## src/rtl/soc_pkg.sv

```systemverilog
`default_nettype none

package soc_pkg;

    // ~~~~~~~~~~~~~~~~~~~~~~~~~~~~~~~~~~~~~~~~~~~~~~~~~~~~~~~~~~~~~~~~~~~~~~~
    // bus widths and types
    localparam int ADDR_W = 32;
    localparam int DATA_W = 32;

    typedef logic [ADDR_W-1:0]   addr_t;
    typedef logic [DATA_W-1:0]   data_t;
    typedef logic [DATA_W/8-1:0] strb_t;
    typedef logic [1:0]          resp_t;
    typedef logic [7:0]          byte_t;
    typedef logic [63:0]         mtime_t;

    localparam resp_t RESP_OKAY   = 2'b00;
    localparam resp_t RESP_SLVERR = 2'b10;

    // ~~~~~~~~~~~~~~~~~~~~~~~~~~~~~~~~~~~~~~~~~~~~~~~~~~~~~~~~~~~~~~~~~~~~~~~
    // address map
    localparam int APB_SLV_NUM = 3;
    localparam int SLV_UART    = 0;
    localparam int SLV_CLINT   = 1;
    localparam int SLV_PLIC    = 2;

    localparam addr_t UART_BASE  = 32'h1000_0000;
    localparam addr_t UART_MASK  = 32'h0000_0fff;  // 4 KiB
    localparam addr_t CLINT_BASE = 32'h0200_0000;
    localparam addr_t CLINT_MASK = 32'h0000_ffff;  // 64 KiB
    localparam addr_t PLIC_BASE  = 32'h0c00_0000;
    localparam addr_t PLIC_MASK  = 32'h003f_ffff;  // 4 MiB

    localparam addr_t UART_RBR_THR      = 32'h0;
    localparam addr_t UART_IER          = 32'h4;
    localparam addr_t UART_LSR          = 32'h8;
    localparam addr_t CLINT_MSIP        = 32'h0;
    localparam addr_t CLINT_MTIMECMP_LO = 32'h4000;
    localparam addr_t CLINT_MTIMECMP_HI = 32'h4004;
    localparam addr_t CLINT_MTIME_LO    = 32'hbff8;
    localparam addr_t CLINT_MTIME_HI    = 32'hbffc;
    localparam addr_t PLIC_PRIO         = 32'h0;  // one word per source id
    localparam addr_t PLIC_PENDING      = 32'h1000;
    localparam addr_t PLIC_ENABLE       = 32'h2000;
    localparam addr_t PLIC_THRESHOLD    = 32'h20_0000;
    localparam addr_t PLIC_CLAIM        = 32'h20_0004;

    // ~~~~~~~~~~~~~~~~~~~~~~~~~~~~~~~~~~~~~~~~~~~~~~~~~~~~~~~~~~~~~~~~~~~~~~~
    // interrupts and uart fifo
    localparam int IRQ_NUM  = 4;  // source ids 1..4
    localparam int IRQ_ID_W = $clog2(IRQ_NUM + 1);
    localparam int PRIO_W   = 3;

    typedef logic [IRQ_NUM-1:0]  irq_src_t;
    typedef logic [IRQ_ID_W-1:0] irq_id_t;
    typedef logic [PRIO_W-1:0]   prio_t;

    localparam int UART_FIFO_DEPTH = 4;
    localparam int UART_PTR_W      = $clog2(UART_FIFO_DEPTH);

    typedef logic [UART_PTR_W-1:0] fifo_ptr_t;
    typedef logic [UART_PTR_W:0]   fifo_cnt_t;

    localparam fifo_cnt_t UART_FIFO_FULL = fifo_cnt_t'(UART_FIFO_DEPTH);

endpackage

`default_nettype wire

```

## src/rtl/axil_apb_bridge.sv

```systemverilog
`timescale 1ns/10ps
`default_nettype none

module axil_apb_bridge
    import soc_pkg::*;
(
    input  wire logic             clock,
    input  wire logic             rst_n_i,
    // axi4-lite slave
    input  wire logic             s_awvalid_i,
    output logic                  s_awready_o,
    input  wire addr_t            s_awaddr_i,
    input  wire logic             s_wvalid_i,
    output logic                  s_wready_o,
    input  wire data_t            s_wdata_i,
    input  wire strb_t            s_wstrb_i,
    output logic                  s_bvalid_o,
    input  wire logic             s_bready_i,
    output resp_t                 s_bresp_o,
    input  wire logic             s_arvalid_i,
    output logic                  s_arready_o,
    input  wire addr_t            s_araddr_i,
    output logic                  s_rvalid_o,
    input  wire logic             s_rready_i,
    output data_t                 s_rdata_o,
    output resp_t                 s_rresp_o,
    // apb master
    output logic [APB_SLV_NUM-1:0] psel_o,
    output logic                  penable_o,
    output logic                  pwrite_o,
    output addr_t                 paddr_o,
    output data_t                 pwdata_o,
    output strb_t                 pstrb_o,
    input  wire data_t            prdata_uart_i,
    input  wire data_t            prdata_clint_i,
    input  wire data_t            prdata_plic_i,
    input  wire logic             pslverr_uart_i,
    input  wire logic             pslverr_clint_i,
    input  wire logic             pslverr_plic_i
);
    typedef enum logic [2:0] {IDLE, SETUP, ACCESS, WRESP, RRESP} bridge_state_e;

    bridge_state_e          state_q;
    addr_t                  addr_q, dec_addr;
    data_t                  wdata_q, rdata_q, prdata_mux;
    strb_t                  strb_q;
    resp_t                  resp_q;
    logic                   write_q, wr_hs, rd_hs, pslverr_mux;
    logic [APB_SLV_NUM-1:0] sel_q, hit;

    // aw and w only accepted together and writes go before reads
    assign wr_hs       = (state_q == IDLE) && s_awvalid_i && s_wvalid_i;
    assign rd_hs       = (state_q == IDLE) && !wr_hs && s_arvalid_i;
    assign s_awready_o = wr_hs;
    assign s_wready_o  = wr_hs;
    assign s_arready_o = rd_hs;

    assign dec_addr        = wr_hs ? s_awaddr_i : s_araddr_i;
    assign hit[SLV_UART]   = (dec_addr & ~UART_MASK) == UART_BASE;
    assign hit[SLV_CLINT]  = (dec_addr & ~CLINT_MASK) == CLINT_BASE;
    assign hit[SLV_PLIC]   = (dec_addr & ~PLIC_MASK) == PLIC_BASE;

    always_ff @(posedge clock) begin
        if (!rst_n_i) begin
            state_q <= IDLE;
        end else begin
            case (state_q)
                IDLE: begin
                    if (wr_hs || rd_hs) begin
                        if (|hit) state_q <= SETUP;
                        else      state_q <= wr_hs ? WRESP : RRESP;  // unmapped so no apb access
                    end
                end
                SETUP:   state_q <= ACCESS;
                ACCESS:  state_q <= write_q ? WRESP : RRESP;
                WRESP:   if (s_bready_i) state_q <= IDLE;
                RRESP:   if (s_rready_i) state_q <= IDLE;
                default: state_q <= IDLE;
            endcase
        end
    end

    always_ff @(posedge clock) begin
        if (wr_hs || rd_hs) begin
            addr_q  <= dec_addr;
            wdata_q <= s_wdata_i;
            strb_q  <= s_wstrb_i;
            write_q <= wr_hs;
            sel_q   <= hit;
            resp_q  <= RESP_SLVERR;  // kept only if nothing matched
            rdata_q <= '0;
        end
        if (state_q == ACCESS) begin
            resp_q  <= pslverr_mux ? RESP_SLVERR : RESP_OKAY;
            rdata_q <= write_q ? '0 : prdata_mux;
        end
    end

    always_comb begin
        prdata_mux  = '0;
        pslverr_mux = 1'b0;
        if (sel_q[SLV_UART]) begin
            prdata_mux  = prdata_uart_i;
            pslverr_mux = pslverr_uart_i;
        end
        if (sel_q[SLV_CLINT]) begin
            prdata_mux  = prdata_clint_i;
            pslverr_mux = pslverr_clint_i;
        end
        if (sel_q[SLV_PLIC]) begin
            prdata_mux  = prdata_plic_i;
            pslverr_mux = pslverr_plic_i;
        end
    end

    assign psel_o     = (state_q == SETUP || state_q == ACCESS) ? sel_q : '0;
    assign penable_o  = state_q == ACCESS;
    assign pwrite_o   = write_q;
    assign paddr_o    = addr_q;
    assign pwdata_o   = wdata_q;
    assign pstrb_o    = strb_q;
    assign s_bvalid_o = state_q == WRESP;
    assign s_rvalid_o = state_q == RRESP;
    assign s_bresp_o  = resp_q;
    assign s_rresp_o  = resp_q;
    assign s_rdata_o  = rdata_q;

    // ~~~~~~~~~~~~~~~~~~~~~~~~~~~~~~~~~~~~~~~~~~~~~~~~~~~~~~~~~~~~~~~~~~~~~~~
    a_psel_onehot: assert property (@(posedge clock) disable iff (!rst_n_i)
        $onehot0(psel_o));
    // access phase follows a setup phase to the same slave
    a_penable_setup: assert property (@(posedge clock) disable iff (!rst_n_i)
        penable_o |-> psel_o != '0 && psel_o == $past(psel_o) && !$past(penable_o));
    a_resp_excl: assert property (@(posedge clock) disable iff (!rst_n_i)
        !(s_bvalid_o && s_rvalid_o));

endmodule

`default_nettype wire

```

## src/rtl/apb_uart.sv

```systemverilog
`timescale 1ns/10ps
`default_nettype none

module apb_uart
    import soc_pkg::*;
(
    input  wire logic  clock,
    input  wire logic  rst_n_i,
    input  wire logic  psel_i,
    input  wire logic  penable_i,
    input  wire logic  pwrite_i,
    input  wire addr_t paddr_i,
    input  wire data_t pwdata_i,
    output data_t      prdata_o,
    output logic       pslverr_o,
    output logic       tx_valid_o,
    output byte_t      tx_data_o,
    input  wire logic  rx_valid_i,
    input  wire byte_t rx_data_i,
    output logic       irq_o
);
    byte_t     fifo_mem [UART_FIFO_DEPTH];
    fifo_ptr_t wr_ptr_q, rd_ptr_q;
    fifo_cnt_t count_q;
    logic      ier_q, overrun_q, data_rdy, fifo_full;
    logic      acc_wr, acc_rd, push, pop;
    addr_t     off;

    assign off       = paddr_i & UART_MASK;
    assign acc_wr    = psel_i && penable_i && pwrite_i;
    assign acc_rd    = psel_i && penable_i && !pwrite_i;
    assign data_rdy  = count_q != '0;
    assign fifo_full = count_q == UART_FIFO_FULL;
    assign push      = rx_valid_i && !fifo_full;
    assign pop       = acc_rd && off == UART_RBR_THR && data_rdy;
    assign irq_o     = ier_q && data_rdy;

    always_comb begin
        pslverr_o = 1'b0;
        case (off)
            UART_RBR_THR: prdata_o = data_rdy ? data_t'(fifo_mem[rd_ptr_q]) : '0;
            UART_IER:     prdata_o = data_t'(ier_q);
            UART_LSR:     prdata_o = data_t'({1'b1, 3'b000, overrun_q, data_rdy});  // thre, oe, dr
            default: begin
                prdata_o  = '0;
                pslverr_o = psel_i;
            end
        endcase
    end

    always_ff @(posedge clock) begin
        if (push) fifo_mem[wr_ptr_q] <= rx_data_i;
        if (acc_wr && off == UART_RBR_THR) tx_data_o <= pwdata_i[7:0];
    end

    always_ff @(posedge clock) begin
        if (!rst_n_i) begin
            wr_ptr_q   <= '0;
            rd_ptr_q   <= '0;
            count_q    <= '0;
            ier_q      <= 1'b0;
            overrun_q  <= 1'b0;
            tx_valid_o <= 1'b0;
        end else begin
            tx_valid_o <= acc_wr && off == UART_RBR_THR;
            if (acc_wr && off == UART_IER) ier_q <= pwdata_i[0];
            // pointers wrap on their own, depth is a power of two
            if (push) wr_ptr_q <= wr_ptr_q + 1'b1;
            if (pop)  rd_ptr_q <= rd_ptr_q + 1'b1;
            case ({push, pop})
                2'b10:   count_q <= count_q + 1'b1;
                2'b01:   count_q <= count_q - 1'b1;
                default: ;
            endcase
            if (rx_valid_i && fifo_full)     overrun_q <= 1'b1;  // byte dropped
            else if (acc_rd && off == UART_LSR) overrun_q <= 1'b0;
        end
    end

    a_fifo_bound: assert property (@(posedge clock) disable iff (!rst_n_i)
        count_q <= UART_FIFO_FULL);

endmodule

`default_nettype wire

```

## src/rtl/apb_clint.sv

```systemverilog
`timescale 1ns/10ps
`default_nettype none

module apb_clint
    import soc_pkg::*;
(
    input  wire logic  clock,
    input  wire logic  rst_n_i,
    input  wire logic  psel_i,
    input  wire logic  penable_i,
    input  wire logic  pwrite_i,
    input  wire addr_t paddr_i,
    input  wire data_t pwdata_i,
    input  wire strb_t pstrb_i,
    output data_t      prdata_o,
    output logic       pslverr_o,
    output logic       msip_o,
    output logic       mtip_o
);
    mtime_t mtime_q, mtime_nxt, mtimecmp_q;
    logic   msip_q, acc_wr;
    addr_t  off;

    function automatic data_t merge_strb(data_t old_w, data_t new_w, strb_t strb);
        data_t res;
        res = old_w;
        for (int b = 0; b < DATA_W / 8; b++) begin
            if (strb[b]) res[b*8 +: 8] = new_w[b*8 +: 8];
        end
        return res;
    endfunction

    assign off      = paddr_i & CLINT_MASK;
    assign acc_wr   = psel_i && penable_i && pwrite_i;
    assign msip_o   = msip_q;
    assign mtip_o   = mtime_q >= mtimecmp_q;

    // a written half replaces the increment for that half only
    always_comb begin
        mtime_nxt = mtime_q + 64'd1;
        if (acc_wr && off == CLINT_MTIME_LO)
            mtime_nxt[31:0] = merge_strb(mtime_q[31:0], pwdata_i, pstrb_i);
        if (acc_wr && off == CLINT_MTIME_HI)
            mtime_nxt[63:32] = merge_strb(mtime_q[63:32], pwdata_i, pstrb_i);
    end

    always_comb begin
        pslverr_o = 1'b0;
        case (off)
            CLINT_MSIP:        prdata_o = data_t'(msip_q);
            CLINT_MTIMECMP_LO: prdata_o = mtimecmp_q[31:0];
            CLINT_MTIMECMP_HI: prdata_o = mtimecmp_q[63:32];
            CLINT_MTIME_LO:    prdata_o = mtime_q[31:0];
            CLINT_MTIME_HI:    prdata_o = mtime_q[63:32];
            default: begin
                prdata_o  = '0;
                pslverr_o = psel_i;
            end
        endcase
    end

    always_ff @(posedge clock) begin
        if (!rst_n_i) begin
            msip_q     <= 1'b0;
            mtime_q    <= '0;
            mtimecmp_q <= '1;  // no timer irq until programmed
        end else begin
            mtime_q <= mtime_nxt;
            if (acc_wr && off == CLINT_MSIP && pstrb_i[0]) msip_q <= pwdata_i[0];
            if (acc_wr && off == CLINT_MTIMECMP_LO)
                mtimecmp_q[31:0] <= merge_strb(mtimecmp_q[31:0], pwdata_i, pstrb_i);
            if (acc_wr && off == CLINT_MTIMECMP_HI)
                mtimecmp_q[63:32] <= merge_strb(mtimecmp_q[63:32], pwdata_i, pstrb_i);
        end
    end

endmodule

`default_nettype wire

```

## src/rtl/apb_plic.sv

```systemverilog
`timescale 1ns/10ps
`default_nettype none

module apb_plic
    import soc_pkg::*;
(
    input  wire logic     clock,
    input  wire logic     rst_n_i,
    input  wire logic     psel_i,
    input  wire logic     penable_i,
    input  wire logic     pwrite_i,
    input  wire addr_t    paddr_i,
    input  wire data_t    pwdata_i,
    input  wire strb_t    pstrb_i,
    output data_t         prdata_o,
    output logic          pslverr_o,
    input  wire irq_src_t src_i,
    output logic          meip_o
);
    prio_t    prio_q [IRQ_NUM];
    prio_t    threshold_q, best_prio;
    irq_src_t pending_q, enable_q, inflight_q;
    irq_src_t prio_hit, claim_oh, complete_oh;
    irq_id_t  claim_id;
    logic     acc_wr, claim_rd, complete_wr;
    addr_t    off;

    assign off         = paddr_i & PLIC_MASK;
    assign acc_wr      = psel_i && penable_i && pwrite_i;
    assign claim_rd    = psel_i && penable_i && !pwrite_i && off == PLIC_CLAIM;
    assign complete_wr = acc_wr && off == PLIC_CLAIM && pstrb_i[0];
    assign meip_o      = |claim_oh;

    // strict compare from the threshold so prio 0 never wins and ties keep the lower id
    always_comb begin
        best_prio = threshold_q;
        claim_oh  = '0;
        claim_id  = '0;
        for (int k = 0; k < IRQ_NUM; k++) begin
            prio_hit[k]    = off == PLIC_PRIO + addr_t'(4 * (k + 1));
            complete_oh[k] = complete_wr && pwdata_i[IRQ_ID_W-1:0] == irq_id_t'(k + 1);
            if (pending_q[k] && enable_q[k] && prio_q[k] > best_prio) begin
                best_prio   = prio_q[k];
                claim_oh    = '0;
                claim_oh[k] = 1'b1;
                claim_id    = irq_id_t'(k + 1);
            end
        end
    end

    always_comb begin
        prdata_o  = '0;
        pslverr_o = 1'b0;
        if (|prio_hit) begin
            for (int k = 0; k < IRQ_NUM; k++) begin
                if (prio_hit[k]) prdata_o = data_t'(prio_q[k]);
            end
        end else begin
            case (off)
                PLIC_PENDING:   prdata_o = data_t'({pending_q, 1'b0});  // bit n is id n
                PLIC_ENABLE:    prdata_o = data_t'({enable_q, 1'b0});
                PLIC_THRESHOLD: prdata_o = data_t'(threshold_q);
                PLIC_CLAIM:     prdata_o = data_t'(claim_id);
                default:        pslverr_o = psel_i;
            endcase
        end
    end

    always_ff @(posedge clock) begin
        if (!rst_n_i) begin
            for (int k = 0; k < IRQ_NUM; k++) prio_q[k] <= '0;
            threshold_q <= '0;
            pending_q   <= '0;
            enable_q    <= '0;
            inflight_q  <= '0;
        end else begin
            // level sources pend again only once completed
            pending_q  <= (pending_q | (src_i & ~inflight_q)) & ~(claim_oh & {IRQ_NUM{claim_rd}});
            inflight_q <= (inflight_q | (claim_oh & {IRQ_NUM{claim_rd}})) & ~complete_oh;
            if (acc_wr && pstrb_i[0]) begin
                for (int k = 0; k < IRQ_NUM; k++) begin
                    if (prio_hit[k]) prio_q[k] <= pwdata_i[PRIO_W-1:0];
                end
                if (off == PLIC_ENABLE)    enable_q    <= pwdata_i[IRQ_NUM:1];
                if (off == PLIC_THRESHOLD) threshold_q <= pwdata_i[PRIO_W-1:0];
            end
        end
    end

endmodule

`default_nettype wire

```

## src/rtl/periph_top.sv

```systemverilog
`timescale 1ns/10ps
`default_nettype none

module periph_top
    import soc_pkg::*;
(
    input  wire logic               clock,
    input  wire logic               rst_n_i,
    input  wire logic               s_awvalid_i,
    output logic                    s_awready_o,
    input  wire addr_t              s_awaddr_i,
    input  wire logic               s_wvalid_i,
    output logic                    s_wready_o,
    input  wire data_t              s_wdata_i,
    input  wire strb_t              s_wstrb_i,
    output logic                    s_bvalid_o,
    input  wire logic               s_bready_i,
    output resp_t                   s_bresp_o,
    input  wire logic               s_arvalid_i,
    output logic                    s_arready_o,
    input  wire addr_t              s_araddr_i,
    output logic                    s_rvalid_o,
    input  wire logic               s_rready_i,
    output data_t                   s_rdata_o,
    output resp_t                   s_rresp_o,
    output logic                    uart_tx_valid_o,
    output byte_t                   uart_tx_data_o,
    input  wire logic               uart_rx_valid_i,
    input  wire byte_t              uart_rx_data_i,
    input  wire logic [IRQ_NUM-2:0] ext_irq_i,  // plic sources 2..4
    output logic                    msip_o,
    output logic                    mtip_o,
    output logic                    meip_o
);
    logic [APB_SLV_NUM-1:0] psel;
    logic                   penable, pwrite, uart_irq;
    logic                   pslverr_uart, pslverr_clint, pslverr_plic;
    addr_t                  paddr;
    data_t                  pwdata, prdata_uart, prdata_clint, prdata_plic;
    strb_t                  pstrb;

    axil_apb_bridge i_bridge (
        .clock, .rst_n_i,
        .s_awvalid_i, .s_awready_o, .s_awaddr_i,
        .s_wvalid_i, .s_wready_o, .s_wdata_i, .s_wstrb_i,
        .s_bvalid_o, .s_bready_i, .s_bresp_o,
        .s_arvalid_i, .s_arready_o, .s_araddr_i,
        .s_rvalid_o, .s_rready_i, .s_rdata_o, .s_rresp_o,
        .psel_o(psel), .penable_o(penable), .pwrite_o(pwrite),
        .paddr_o(paddr), .pwdata_o(pwdata), .pstrb_o(pstrb),
        .prdata_uart_i(prdata_uart), .prdata_clint_i(prdata_clint),
        .prdata_plic_i(prdata_plic), .pslverr_uart_i(pslverr_uart),
        .pslverr_clint_i(pslverr_clint), .pslverr_plic_i(pslverr_plic)
    );

    apb_uart i_uart (
        .clock, .rst_n_i,
        .psel_i(psel[SLV_UART]), .penable_i(penable), .pwrite_i(pwrite),
        .paddr_i(paddr), .pwdata_i(pwdata),
        .prdata_o(prdata_uart), .pslverr_o(pslverr_uart),
        .tx_valid_o(uart_tx_valid_o), .tx_data_o(uart_tx_data_o),
        .rx_valid_i(uart_rx_valid_i), .rx_data_i(uart_rx_data_i),
        .irq_o(uart_irq)
    );

    apb_clint i_clint (
        .clock, .rst_n_i,
        .psel_i(psel[SLV_CLINT]), .penable_i(penable), .pwrite_i(pwrite),
        .paddr_i(paddr), .pwdata_i(pwdata), .pstrb_i(pstrb),
        .prdata_o(prdata_clint), .pslverr_o(pslverr_clint),
        .msip_o, .mtip_o
    );

    apb_plic i_plic (
        .clock, .rst_n_i,
        .psel_i(psel[SLV_PLIC]), .penable_i(penable), .pwrite_i(pwrite),
        .paddr_i(paddr), .pwdata_i(pwdata), .pstrb_i(pstrb),
        .prdata_o(prdata_plic), .pslverr_o(pslverr_plic),
        .src_i({ext_irq_i, uart_irq}),  // uart is source 1
        .meip_o
    );

endmodule

`default_nettype wire

```

## config.mk

```make
export PLATFORM = sky130hd
export DESIGN_NAME = periph_top
export DESIGN_NICKNAME = d
export VERILOG_FILES = /design/src/rtl/soc_pkg.sv /design/src/rtl/axil_apb_bridge.sv /design/src/rtl/apb_uart.sv /design/src/rtl/apb_clint.sv /design/src/rtl/apb_plic.sv /design/src/rtl/periph_top.sv
export SDC_FILE = /design/constraint.sdc
export NUM_CORES = 1
export LEC_CHECK = 0
export BUFFER_PORTS_ARGS = -buffer_cell sky130_fd_sc_hd__buf_2
export CAP_MARGIN = 0
export CORE_MARGIN = 8
export CORE_UTILIZATION = 30
export DETAILED_ROUTE_END_ITERATION = 10
export GPL_ROUTABILITY_DRIVEN = 0
export PLACE_DENSITY = 0.45
export SYNTH_ARGS = -nofsm -noshare
export SYNTH_HDL_FRONTEND = slang
export SYNTH_SLANG_ARGS = --single-unit
```

## constraint.sdc

```tcl
create_clock -name clock -period 8.6 [get_ports clock]
set_input_delay 0 -clock clock [delete_from_list [all_inputs] [get_ports clock]]
set_output_delay 0 -clock clock [all_outputs]
set_load 0.005 [all_outputs]
```

* After elaboration in Yosys (flattened, before gate mapping)
Memories as Yosys holds them, arrays and structs flattened. A register that Yosys moved wholly into a read port is not among the register bits. Cells that the tools add are included.
Cells by class: equal/unequal tests 39, reductions and logical operators 71, bitwise gates (word level) 13, $lt $le $gt $ge 5, multiplexer cells 79, add/sub/neg operators 5
Operators by type and width (number):
- $mux 32 | 10
- $pmux 32 s5 | 1
- $pmux 32 s3 | 1
- $add 64x1->64 const B | 1
- $ge 64x64->1 | 1
- $logic_not 32->1 | 2
- $mux 3 | 20
- $eq 22x22->1 const B | 2
- $eq 22x4->1 const B | 2
- $logic_and 1x1->1 | 42
- $mux 8 | 5
- $eq 16x15->1 const B | 2
- $eq 16x16->1 const B | 2
- $mux 1 | 30
- $eq 22x13->1 const B | 1
- $eq 22x14->1 const B | 1
- $eq 22x3->1 const B | 1
- $eq 22x5->1 const B | 1
- $eq 20x17->1 const B | 1
- $pmux 5 s4 | 1
- $reduce_and 2->1 | 10
- $ne 2x2->1 const B | 9
- $and 4x4->4 | 4
- $eq 16x10->1 const B | 1
- 29 further kinds | 61
Word-level totals: RAM bits 44, word-level logic and storage cells 250, input bits 119, flip-flop bits (word level) 261, memories kept 2
Memories:
- i_uart.fifo_mem | depth 4, bits a word 8, rd ports 1, clocked after memory_dff 1, wr ports 1, RTL line apb_uart.sv:22 | byte_t fifo_mem [UART_FIFO_DEPTH];
- i_plic.prio_q | depth 4, bits a word 3, rd ports 4, clocked after memory_dff 0, wr ports 4, RTL line apb_plic.sv:20 | prio_t prio_q [IRQ_NUM];

* Logic depth before layout (Yosys ltp)
Gate-level depths: netlist of the first run. An unclocked memory read counts as a cell.
word-level depth 18, mapped depth 27, depth with buffers taken out 27

* Modules after synthesis
A second synthesis of the first run with hierarchy kept.
Unflattened totals: cells, all modules 1975, area, all modules 18322.6 um^2
Modules (own cells, without submodules):
- apb_clint | times used 1, area an instance 8812.2 um^2, cells an instance 1108
- axil_apb_bridge | times used 1, area an instance 4966.0 um^2, cells an instance 439
- apb_uart | times used 1, area an instance 2347.3 um^2, cells an instance 168
- apb_plic | times used 1, area an instance 2197.1 um^2, cells an instance 260

* Worst setup path after synthesis of the first run
Ideal clock, no wire load.
path type register to register, start memory i_plic.prio_q[0][1] (netlist name), end register i_plic.inflight_q[1], slack 2.740 ns, cell stages (with the launch flop) 26, buffers on the path 0, period minus slack after synthesis 5.860 ns, arrival time 5.802 ns, cell sequence edfxtp_1 > ha_1 > nor2b_1 > or3_1 > nand2_1 > nand2_1 > o21ai_0 > ha_1 > or3b_2 > nand2_1 > nor3_1 > a311o_1 > o21a_1 > mux2i_1 > ha_1 > nor2b_1 > o21a_1 > o2111ai_1 > mux2_2 > ha_1 > nor2b_1 > o21a_1 > o21ai_0 > nand4_1 > nor3b_1 > o221a_2
RTL lines:
- start: declaration | RTL line apb_plic.sv:20
- end signal: assignment | RTL line apb_plic.sv:79 | inflight_q <= (inflight_q | (claim_oh & {IRQ_NUM{claim_rd}})) & ~complete_oh;
- end: declaration | RTL line apb_plic.sv:22 | irq_src_t pending_q, enable_q, inflight_q;

* Final worst setup path of the first run
start register i_plic.threshold_q[1], end register i_plic.inflight_q[1]
On the way: longest elaborated chain between the ends 15, elaborated cells on any way between the ends 17, those cells by class order compare (4); mux (6); bitwise (3); reduce/logical (4)
Ends and longest elaborated chain:
- start: declaration | RTL line apb_plic.sv:21 | prio_t threshold_q, best_prio;
- start signal: assignment | RTL line apb_plic.sv:85 | if (off == PLIC_THRESHOLD) threshold_q <= pwdata_i[PRIO_W-1:0];
- $gt 3x3->1 | RTL line apb_plic.sv:42 | if (pending_q[k] && enable_q[k] && prio_q[k] > best_prio) begin
- $logic_and 1x1->1 | RTL line apb_plic.sv:42
- $mux 3 (*) | RTL line apb_plic.sv:42
- $gt 3x3->1 | RTL line apb_plic.sv:42
- $logic_and 1x1->1 | RTL line apb_plic.sv:42
- $mux 3 | RTL line apb_plic.sv:42
- $gt 3x3->1 | RTL line apb_plic.sv:42
- $logic_and 1x1->1 | RTL line apb_plic.sv:42
- $mux 3 | RTL line apb_plic.sv:42
- $gt 3x3->1 | RTL line apb_plic.sv:42
- $logic_and 1x1->1 | RTL line apb_plic.sv:42
- $mux 4 (*) | RTL line apb_plic.sv:42
- $and 4x4->4 (*) | RTL line apb_plic.sv:79
- $or 4x4->4 (*) | RTL line apb_plic.sv:79
- $and 4x4->4 (*) | RTL line apb_plic.sv:79
Every way passes the cells marked *; elsewhere a longest branch is shown, timed or not. A chain may end at the register's enable or synchronous reset.

==> out/metrics.yaml, run 1 <==
clock_network:
  htree_levels: 2
  worst_skew_pair.late_latency_ns: 0.56
  cts_resized: 0
  cts_buffer_depth: 3
  cts_buffers: 39
  cts.sinks: 306
  cts.reportedPaths.clkPinSlew_ns: 0.06
  clockRootBuffer: "clkbuf_16"
  tritoncts: "built"
synthesis:
  syn_area_um2: 16000
  synth_seq_cells: 306
  synth_edf_count: 147
  syn_inst: 1668
  yosysUniqueCellTypes: 85
  avgSynthCellArea_um2: 9.59
  synthArstFlopShare_pct: 0
  yosysSeqAreaShare_pct: 47.5
  synth_ff_type: "dfxtp_1"
  ys_warn_count: 0
timing:
  final.min_clock_period_ns: 6.94
  finalMaxSlewViolations: 0
  worst_pin_slew_ns: 1.10
  finalHoldViolations: 0
  timing.final.crit_share_pct: 80.7
  slew_headroom_pct: 26.9
  grt_setup_unrepaired: "no"
  clock.fmax_mhz: 144
  setup_viol: 0
  finalClockSkew_ns: 0.0248
  setup-tns-final_ns: 0
  finalWorstSetupSlack_ns: 1.66
power:
  switchingPower_w: 0.000987
  peakVddDrop_mv: 0.111
  cellPowerDensity_nw_per_um2: 190
  power_w: 0.00375
  clkPwrFrac_pct: 42.0
  seqPwrFrac_pct: 48.2
  p_comb_share_pct: 9.9
  power.internal_w: 0.00276
  p_leak_nw: 7.59
  power.share.switching_pct: 26.4
global_routing:
  grt_max_degree: 67
  grt_pass1_vias: 14000
  grt_pass1_wl_um: 82900
  grt_use_total_pct: 17.4
  overflow: 0
  antenna_found_initial: 0
setup_path:
  criticalPathCategory: "reg -> reg"
  crit_path_start_kind: "flip-flop"
  slowest_delay_ns: 0.51
  end_kind: "flip-flop"
  path_max_fanout: 8
  crit_family: "simple AND/OR/NAND/NOR gates"
  path_common_cell: "ha_1"
  crit_buf_inv: 1
  arrival_ns: 7.43
  cp.required_ns: 9.09
  r2r_setup_slack_ns: 1.66
  crit_path_top_delay_cell: "o21ai_0"
detailed_routing:
  drt-pass1-iter-count: 7
  wl_um: 54100
  viasPerCell: 5.35
  drc: 0
  first_iter_violations: 846
  avgRoutedWirePerCell_um: 20.7
  ant_nets: 0
  via_count: 14000
final_layout:
  instances_no_fill: 2617
  drive_above_1_share_pct: 15.8
  seqCellArea_um2: 7600
  fillers: 5244
  nets: 2098
  multi_input_area_um2: 7670
  area_growth_pct: 23.2
  antennaDiodeCount: 0
die:
  num_rows: 84
  initial_core_util_pct: 30.4
  die-area_um2: 61000
  core_um2: 52700
  die_w_um: 247
  pin_count: 172
  die_h_um: 247
placement:
  dp_cells: 2439
  port_buffers: 169
  dp_slack_ns: 1.80
  hpwl_um: 37900
status:
  outcome: "completed"
flow_run:
  cap_violations: 0
hold_path:
  min_path_type: "in -> reg"
==> routing by layer <==
metal	up-vias	share of wire, %	GRT usage [%]	routed length, µm
li1	6759	-	-	-
met1	6737	46	23.7	25100
met2	415	45	27.3	24500
met3	91	5.6	3.50	3010
met4	0	2.7	5.72	1470
met5	-	0	0	0
==> what timing repair did <==
item                                   CTS  global route
hold buffers                           106             0
endpoints found under the hold margin  102             0
buffers inserted                         0             0
==> logic make-up after synthesis <==
family / count (synthesis) / synth area share, %
AND/OR/NAND/NOR: 612 / 19.3
multiplexers: 47 / 3.80
flip-flops: 306 / 47.5
adder cells (fa/ha/maj): 81 / 6.38
other: 1 / 0.0234
buffers and inverters: 191 / 4.80
AO/OA/AOI/OAI: 425 / 17.9
XOR/XNOR: 5 / 0.274
==> synth_stat cells (14+ instances only) <==
master,count,share of area [%]
clkbuf_1,74,1.7
dfxtp_1,159,20
inv_1,90,2.1
a22oi_1,34,1.6
and3_1,40,1.6
a21oi_1,91,2.8
a211oi_1,29,1.4
nand2_1,204,4.8
ha_1,80,6.3
nor2_1,95,2.2
o21ai_0,65,2.0
a31oi_1,36,1.4
and2_1,14,0.55
edfxtp_1,147,28
nor4_1,26,1.0
nand4_1,37,1.4
mux2_2,30,2.1
nor3_1,48,1.5
nand3_1,57,1.8
o211ai_1,83,3.9
==> cell type report <==
class,instances,area share (%)
multi-input cells,1172,38.9
flip-flops and latches,306,38.6
repair buffers,289,10.2
clock buffers,61,5.89
well taps,688,4.37
inverters,90,1.71
clock inverters,11,0.343
==> layout by cell type, fill, tap and decap left out, drive strengths merged, types with 34 or more instances in the layout <==
cell type / count
clkbuf: 61
dlygate4sd3: 106
nand3: 57
a31oi: 36
edfxtp: 147
nand2: 204
and3: 40
o21ai: 65
a21oi: 91
buf: 183
nor2: 95
a22oi: 34
ha: 80
nor3: 48
nand4: 37
dfxtp: 159
o211ai: 83
inv: 92
==> power by group through the flow <==
stage / registers, W / logic [W] / clock network [W]
after global placement: 0.00184 / 0.000330 / 0
after detailed placement: 0.00184 / 0.000333 / 0
after CTS: 0.00181 / 0.000380 / 0.00162
final: 0.00180 / 0.000369 / 0.00157
after floorplan: 0.00176 / 0.000188 / 0
after global routing: 0.00182 / 0.000407 / 0.00167
==> stage by stage <==
step	utilization [%]	cell area, µm²	hold slack, ns
after floorplan	-	16000	0.0989
after global placement	33.1	17400	0.176
after detailed placement	33.1	17400	0.178
after CTS	37.4	19700	0.0203
after global routing	37.4	19700	0.0488
final	37.4	19700	0.0506
==> final timing paths <==
path                                 startpoint                             endpoint  cells past startpoint
max          i_plic.threshold_q[1]$_SDFFE_PN0P_      i_plic.inflight_q[1]$_SDFF_PN0_                     26
min                                     rst_n_i  i_clint.mtimecmp_q[19]$_SDFFE_PN1P_                      3
max reg2reg  i_plic.threshold_q[1]$_SDFFE_PN0P_      i_plic.inflight_q[1]$_SDFF_PN0_                     26
min reg2reg  i_plic.threshold_q[2]$_SDFFE_PN0P_   i_plic.threshold_q[2]$_SDFFE_PN0P_                      2
==> sequential cells by signal, summed over array words and instances (netlist names), 2 cells and up, named ones only <==
| name | flops |
|---|---|
| i_uart.fifo_mem | 32 |
| i_bridge.s_rdata_o | 32 |
| i_bridge.pwdata_o | 32 |
| i_plic.threshold_q | 3 |
| i_bridge.pstrb_o | 4 |
| i_bridge.sel_q | 3 |
| i_plic.inflight_q | 4 |
| i_uart.count_q | 3 |
| i_plic.prio_q | 12 |
| i_uart.tx_data_o | 8 |
| i_plic.enable_q | 4 |
| i_clint.mtime_q | 64 |
| i_bridge.paddr_o | 22 |
| i_uart.rd_ptr_q | 2 |
| i_clint.mtimecmp_q | 64 |
| i_plic.pending_q | 4 |
| i_uart.wr_ptr_q | 2 |
| i_bridge.state_q | 3 |
==> tightest hold or removal path: stages <==
cell and delay, ns:
buf_2 0.11, buf_4 0.30, o211ai_1 0.15
(Power assumes the default switching activity.)
==> inputs of run 2 (changes only) <==
==> constraint.sdc (replaced) <==
create_clock -name clock -period 7.2 [get_ports clock]
set_input_delay 0 -clock clock [delete_from_list [all_inputs] [get_ports clock]]
set_output_delay 0 -clock clock [all_outputs]
set_load 0.005 [all_outputs]
==> run 2 against run 1 <==
  * Non-clock buffer count grew 1
  * Sequential share of layout area grew 0.059 points
  * Final cell count is essentially flat
  * Total power grew 19%
  * Worst setup slack lost 1.1 ns
  * Clock power grew 17%
  * Worst hold slack lost 0.0094 ns
==> out/metrics.yaml, run 2 (synthesis gave the netlist of run 1 again) <==
timing:
  worst_pin_slew_ns: 1.11  # +0.0132 ns
  finalMaxSlewViolations: 0  # unchanged
  final.min_clock_period_ns: 6.65
  timing.final.crit_share_pct: 92.4
  finalHoldViolations: 0  # unchanged
  setup-tns-final_ns: 0  # unchanged
  setup_viol: 0  # unchanged
  hold_slack_ns: 0.0412  # -0.00936 ns
  clock.fmax_mhz: 150
  slew_headroom_pct: 25.4  # -1.5 points
  grt_setup_unrepaired: "no"
  finalClockSkew_ns: 0.0264  # +0.00161 ns
die:
  die-area_um2: 61000  # unchanged
  pin_count: 172  # unchanged
  num_rows: 84  # unchanged
  core_um2: 52700  # unchanged
  die_h_um: 247  # unchanged
  die_w_um: 247  # unchanged
  initial_core_util_pct: 30.4  # unchanged
global_routing:
  met3_usage_pct: 2.97  # -0.53 points
  grt_use_met1_pct: 24.1  # +0.42 points
  top_usage_layer: "met2"
  grt_pass1_vias: 14000  # +0.26%
  overflow: 0  # unchanged
  antenna_found_initial: 0  # unchanged
  grt_use_total_pct: 17.6  # +0.21 points
  grt_pass1_wl_um: 84000  # +1.3%
  grt_max_degree: 67  # unchanged
  grt_use_met2_pct: 28.3  # +0.99 points
hold_path:
  min_path_type: "in -> reg"
power:
  p_leak_nw: 7.58  # about the same
  peakVddDrop_mv: 0.146  # +31%
  cellPowerDensity_nw_per_um2: 226  # +19%
flow_run:
  cap_violations: 0  # unchanged
setup_path:
  path_max_fanout: 8  # unchanged
  end_kind: "output port"
  crit_path_start_kind: "flip-flop"
  criticalPathCategory: "reg -> out"
  cp.required_ns: 7.20  # -1.89 ns
  arrival_ns: 6.65  # -0.78 ns
placement:
  port_buffers: 169  # unchanged
  dp_cells: 2441  # +0.082%
  hpwl_um: 38000  # +0.29%
final_layout:
  instances_no_fill: 2618  # +0.038%
  final_common_cell: "nand2_1"
  drive_above_1_share_pct: 16.0  # +0.21 points
  final_cell_mix: "nand2_1, buf_2, dfxtp_1"
  postLayoutCoreUtil_pct: 37.4  # -0.057 points
  area_growth_pct: 23.0
  reg_top3: "i_clint.mtime_q (64), i_clint.mtimecmp_q (64)"
  nets: 2099  # +0.048%
clock_network:
  cts.reportedPaths.clkPinSlew_ns: 0.06  # about the same
  cts_buffer_depth: 3  # unchanged
  cts.sinks: 306  # unchanged
  tritoncts: "built"
  cts_buffers: 39  # unchanged
  clockRootBuffer: "clkbuf_16"
  htree_levels: 2  # unchanged
  worst_skew_pair.late_latency_ns: 0.56  # about the same
detailed_routing:
  avgRoutedWirePerCell_um: 20.8  # +0.38%
  wl_um: 54300  # +0.41%
  ant_nets: 0  # unchanged
  drc: 0  # unchanged
  drt-pass1-iter-count: 6  # -1
  via_count: 14100  # +0.39%
  first_iter_violations: 1136  # +34%
  viasPerCell: 5.37  # +0.35%
status:
  outcome: "completed"
run 2: changes by cell type in the layout (fill, tap and decap cells not counted), sizes merged:
cell / change
clkbuf: -6
clkinv: +6
buf: +2
diode: +1
dlygate4sd3: -1
inv: -1
run 2: path summary, 6_finish.rpt:
path	from	to	slack [ns]	depth (start not counted)
worst min register to register	i_plic.threshold_q[2]$_SDFFE_PN0P_	i_plic.threshold_q[2]$_SDFFE_PN0P_	0.48	2
worst max register to register	i_plic.threshold_q[1]$_SDFFE_PN0P_	i_bridge.s_rdata_o[2]$_SDFFCE_PP0P_	0.57	28
worst max-delay path	i_plic.threshold_q[1]$_SDFFE_PN0P_	meip_o	0.55	26
worst min-delay path	s_araddr_i[28]	i_bridge.sel_q[1]$_DFFE_PP_	0.04	4
run 2: critical path, cell delays in order, from the launching register on:
cell and delay (ns):
dfxtp_1 0.44, inv_1 0.09, ha_1 0.31, nor2b_1 0.14, or3_1 0.33, nand2_1 0.21, nand2_1 0.08, o21ai_0 0.12
ha_1 0.29, or3b_2 0.49, nand2_1 0.09, nor3_1 0.06, a311o_1 0.36, o21a_1 0.18, mux2i_1 0.22, ha_1 0.27
nor2b_1 0.13, o21a_1 0.16, o2111ai_1 0.16, buf_4 0.18, mux2_2 0.34, ha_1 0.29, nor2b_1 0.13, o21a_1 0.15
o21ai_0 0.48, nand4_1 0.20, buf_2 0.17
run 2: metrics by stage:
step	setup slack [ns]	power (W)	cell area (µm²)
floorplan	1.34	0.00232	16000
global placement	0.751	0.00259	17400
detailed placement	0.692	0.00259	17400
CTS	0.634	0.00451	19700
global route	0.145	0.00464	19700
finish	0.548	0.00444	19700
run 2: routing by layer:
layer	vias to the layer above	share of wire [%]
li1	6753	-
met1	6818	47
met2	394	46
met3	92	4.9
met4	0	2.4
met5	-	0
run 2: cell type report:
| class | instances | area (µm²) |
|---|---|---|
| fillers | 5279 | 33000 |
| multi-input cells | 1172 | 7670 |
| flip-flops and latches | 306 | 7600 |
| repair buffers | 290 | 2020 |
| clock buffers | 55 | 1100 |
| well taps | 688 | 861 |
| inverters | 90 | 338 |
| clock inverters | 16 | 92.6 |
| diodes | 1 | 2.50 |
run 2: report_power, final:
group          leakage, nW  total, W  internal [W]  switching (W)
sequential            2.71   0.00215       0.00200       0.000148
clock                0.588   0.00184       0.00106       0.000779
combinational         4.29  0.000445      0.000185       0.000260
total                 7.58   0.00444       0.00325        0.00119
run 2: repair_timing:
action,4_1_cts,5_1_grt
hold buffers,105,0
gates resized for setup,0,0
buffers inserted,0,0
endpoints found under the hold margin,103,0
==> inputs of run 3 (changes only) <==
--- a/config.mk
+++ b/config.mk
@@ -8,10 +8,10 @@
 export BUFFER_PORTS_ARGS = -buffer_cell sky130_fd_sc_hd__buf_2
 export CAP_MARGIN = 0
 export CORE_MARGIN = 8
-export CORE_UTILIZATION = 30
+export CORE_UTILIZATION = 59
 export DETAILED_ROUTE_END_ITERATION = 10
 export GPL_ROUTABILITY_DRIVEN = 0
-export PLACE_DENSITY = 0.45
+export PLACE_DENSITY = 0.79
 export SYNTH_ARGS = -nofsm -noshare
 export SYNTH_HDL_FRONTEND = slang
 export SYNTH_SLANG_ARGS = --single-unit
==> run 3 against run 2 <==
  * Die area decreased by 46%
  * Worst hold slack got worse by 0.0072 ns
  * Non-clock buffer count decreased by 8
==> out/metrics.yaml, run 3 (synthesis gave the netlist of run 1 again) <==
clock_network:
  cts.reportedPaths.clkPinSlew_ns: 0.06  # about the same
  cts_buffers: 34  # -13%
  htree_levels: 2  # unchanged
  cts_buffer_depth: 3  # unchanged
  clockRootBuffer: "clkbuf_16"
  tritoncts: "built"
  worst_skew_pair.late_latency_ns: 0.54  # -0.02 ns
  cts.sinks: 306  # unchanged
setup_path:
  arrival_ns: 6.99  # +0.34 ns
  cp.required_ns: 7.56  # +0.36 ns
  crit_path_start_kind: "flip-flop"
  crit_path_top_delay_cell: "or3b_2"
  path_max_fanout: 8  # unchanged
  crit_family: "simple AND/OR/NAND/NOR gates"
  slowest_delay_ns: 0.49  # about the same
  criticalPathCategory: "reg -> reg"
  path_common_cell: "ha_1"
  end_kind: "flip-flop"
  crit_buf_inv: 1  # -2
detailed_routing:
  first_iter_violations: 1871  # +65%
  via_count: 15000  # +6.4%
  drc: 0  # unchanged
  avgRoutedWirePerCell_um: 22.3  # +7.6%
  viasPerCell: 6.63  # +24%
  wl_um: 50400  # -7.3%
  drt-pass1-iter-count: 6  # unchanged
  ant_nets: 0  # unchanged
final_layout:
  final_common_cell: "nand2_1"
  final_cell_mix: "nand2_1, buf_2, dfxtp_1"
  area_growth_pct: 19.4
  drive_above_1_share_pct: 15.7  # -0.28 points
  nets: 2086  # -0.62%
  fillers: 1896  # -64%
  reg_top3: "i_clint.mtime_q (64), i_clint.mtimecmp_q (64)"
timing:
  finalClockSkew_ns: 0.0380  # +0.0116 ns
  setup_viol: 0  # unchanged
  clock.fmax_mhz: 151  # +0.30%
  grt_setup_unrepaired: "no"
  finalWorstSetupSlack_ns: 0.568  # +0.0198 ns
  timing.final.crit_share_pct: 92.1  # -0.28 points
  worst_pin_slew_ns: 1.19  # +0.0819 ns
  final.min_clock_period_ns: 6.63  # -0.0198 ns
  finalHoldViolations: 0  # unchanged
  finalMaxSlewViolations: 0  # unchanged
  setup-tns-final_ns: 0  # unchanged
  slew_headroom_pct: 19.8  # -5.6 points
global_routing:
  overflow: 0  # unchanged
  grt_max_degree: 67  # unchanged
  grt_pass1_vias: 14500  # +3.2%
  grt_use_total_pct: 29.8  # +12 points
  antenna_found_initial: 2  # +2
  grt_pass1_wl_um: 79300  # -5.6%
die:
  die_h_um: 181  # -27%
  core_um2: 26800  # -49%
  num_rows: 60  # -29%
  initial_core_util_pct: 59.7  # +29 points
  die_w_um: 181  # -27%
  pin_count: 172  # unchanged
  die-area_um2: 32600  # -46%
power:
  seqPwrFrac_pct: 50.0  # +1.5 points
  p_comb_share_pct: 10.1  # about the same
  power.internal_w: 0.00318  # -2.2%
  peakVddDrop_mv: 0.182  # +25%
  power.share.switching_pct: 26.3  # -0.45 points
  switchingPower_w: 0.00113  # -4.4%
  p_leak_nw: 7.50  # -1.0%
  cellPowerDensity_nw_per_um2: 226  # +0.23%
  clkPwrFrac_pct: 39.8  # -1.7 points
placement:
  hpwl_um: 32400  # -15%
  port_buffers: 169  # unchanged
  dp_slack_ns: 0.524  # -0.167 ns
flow_run:
  cap_violations: 0  # unchanged
hold_path:
  min_path_type: "in -> reg"
status:
  outcome: "completed"
[run 3: cell types whose count changed in the layout (fill, tap and decap cells not counted), moves of 2 or more]
| cell | delta |
|---|---|
| clkbuf_16 | -2 |
| clkinv_1 | -3 |
| buf_4 | -2 |
| clkinv_2 | -5 |
| dlygate4sd3_1 | -6 |
| clkbuf_8 | -2 |
[run 3: power groups by stage]
| stage | clock network [W] | registers [W] | logic [W] |
|---|---|---|---|
| floorplan | 0 | 0.00210 | 0.000225 |
| detailed placement | 0 | 0.00218 | 0.000369 |
| global placement | 0 | 0.00217 | 0.000359 |
| CTS | 0.00172 | 0.00214 | 0.000423 |
| global route | 0.00180 | 0.00217 | 0.000468 |
| finish | 0.00172 | 0.00216 | 0.000438 |
[run 3: metal layers]
metal	global-route usage [%]	share of wire, %
met3	6.15	11
met2	48.6	46
met5	0	0
met4	13.9	4.7
met1	37.6	39
[run 3: area by class of cell]
| cell class | instances | area, µm² | share of cell area, % |
|---|---|---|---|
| Sequential cell | 306 | 7600 | 39.8 |
| Clock buffer | 52 | 1020 | 5.37 |
| Inverter | 90 | 338 | 1.77 |
| Tap cell | 341 | 427 | 2.23 |
| Antenna cell | 2 | 5.00 | 0.0262 |
| Multi-Input combinational cell | 1172 | 7670 | 40.2 |
| Timing Repair Buffer | 282 | 1940 | 10.2 |
| Clock inverter | 10 | 85.1 | 0.446 |
[run 3: final timing paths]
| path | to | depth (start not counted) | startpoint | slack [ns] |
|---|---|---|---|---|
| worst max-delay path | i_bridge.s_rdata_o[0]$_SDFFCE_PP0P_ | 27 | i_plic.threshold_q[1]$_SDFFE_PN0P_ | 0.57 |
| worst max register to register | i_bridge.s_rdata_o[0]$_SDFFCE_PP0P_ | 27 | i_plic.threshold_q[1]$_SDFFE_PN0P_ | 0.57 |
| worst min-delay path | i_bridge.sel_q[0]$_DFFE_PP_ | 5 | s_araddr_i[24] | 0.03 |
| worst min register to register | i_plic.threshold_q[2]$_SDFFE_PN0P_ | 2 | i_plic.threshold_q[2]$_SDFFE_PN0P_ | 0.48 |
[run 3: through the flow]
step	cell area, µm²	instances	util (%)	total power (W)	hold WS [ns]
floorplan	16000	1669	-	0.00232	0.0989
global placement	17000	2092	63.4	0.00253	0.177
detailed placement	17000	2092	63.4	0.00255	0.178
CTS	19100	2253	71.2	0.00429	0.0107
global route	19100	2255	71.2	0.00443	0.0633
finish	19100	2255	71.2	0.00432	0.0340
[run 3: tightest hold or removal path, stage by stage]
cell and delay [ns]:
buf_2 0.08, nor4_1 0.05, nand2_1 0.06, mux2_2 0.15, nor4_1 0.06
[run 3: what timing repair did]
action / 4_1_cts / 5_1_grt
setup endpoints to repair: 0 / 5
endpoints found under the hold margin: 100 / 0
resized for setup: 0 / 1
setup buffers: 0 / 0
hold buffers: 99 / 0
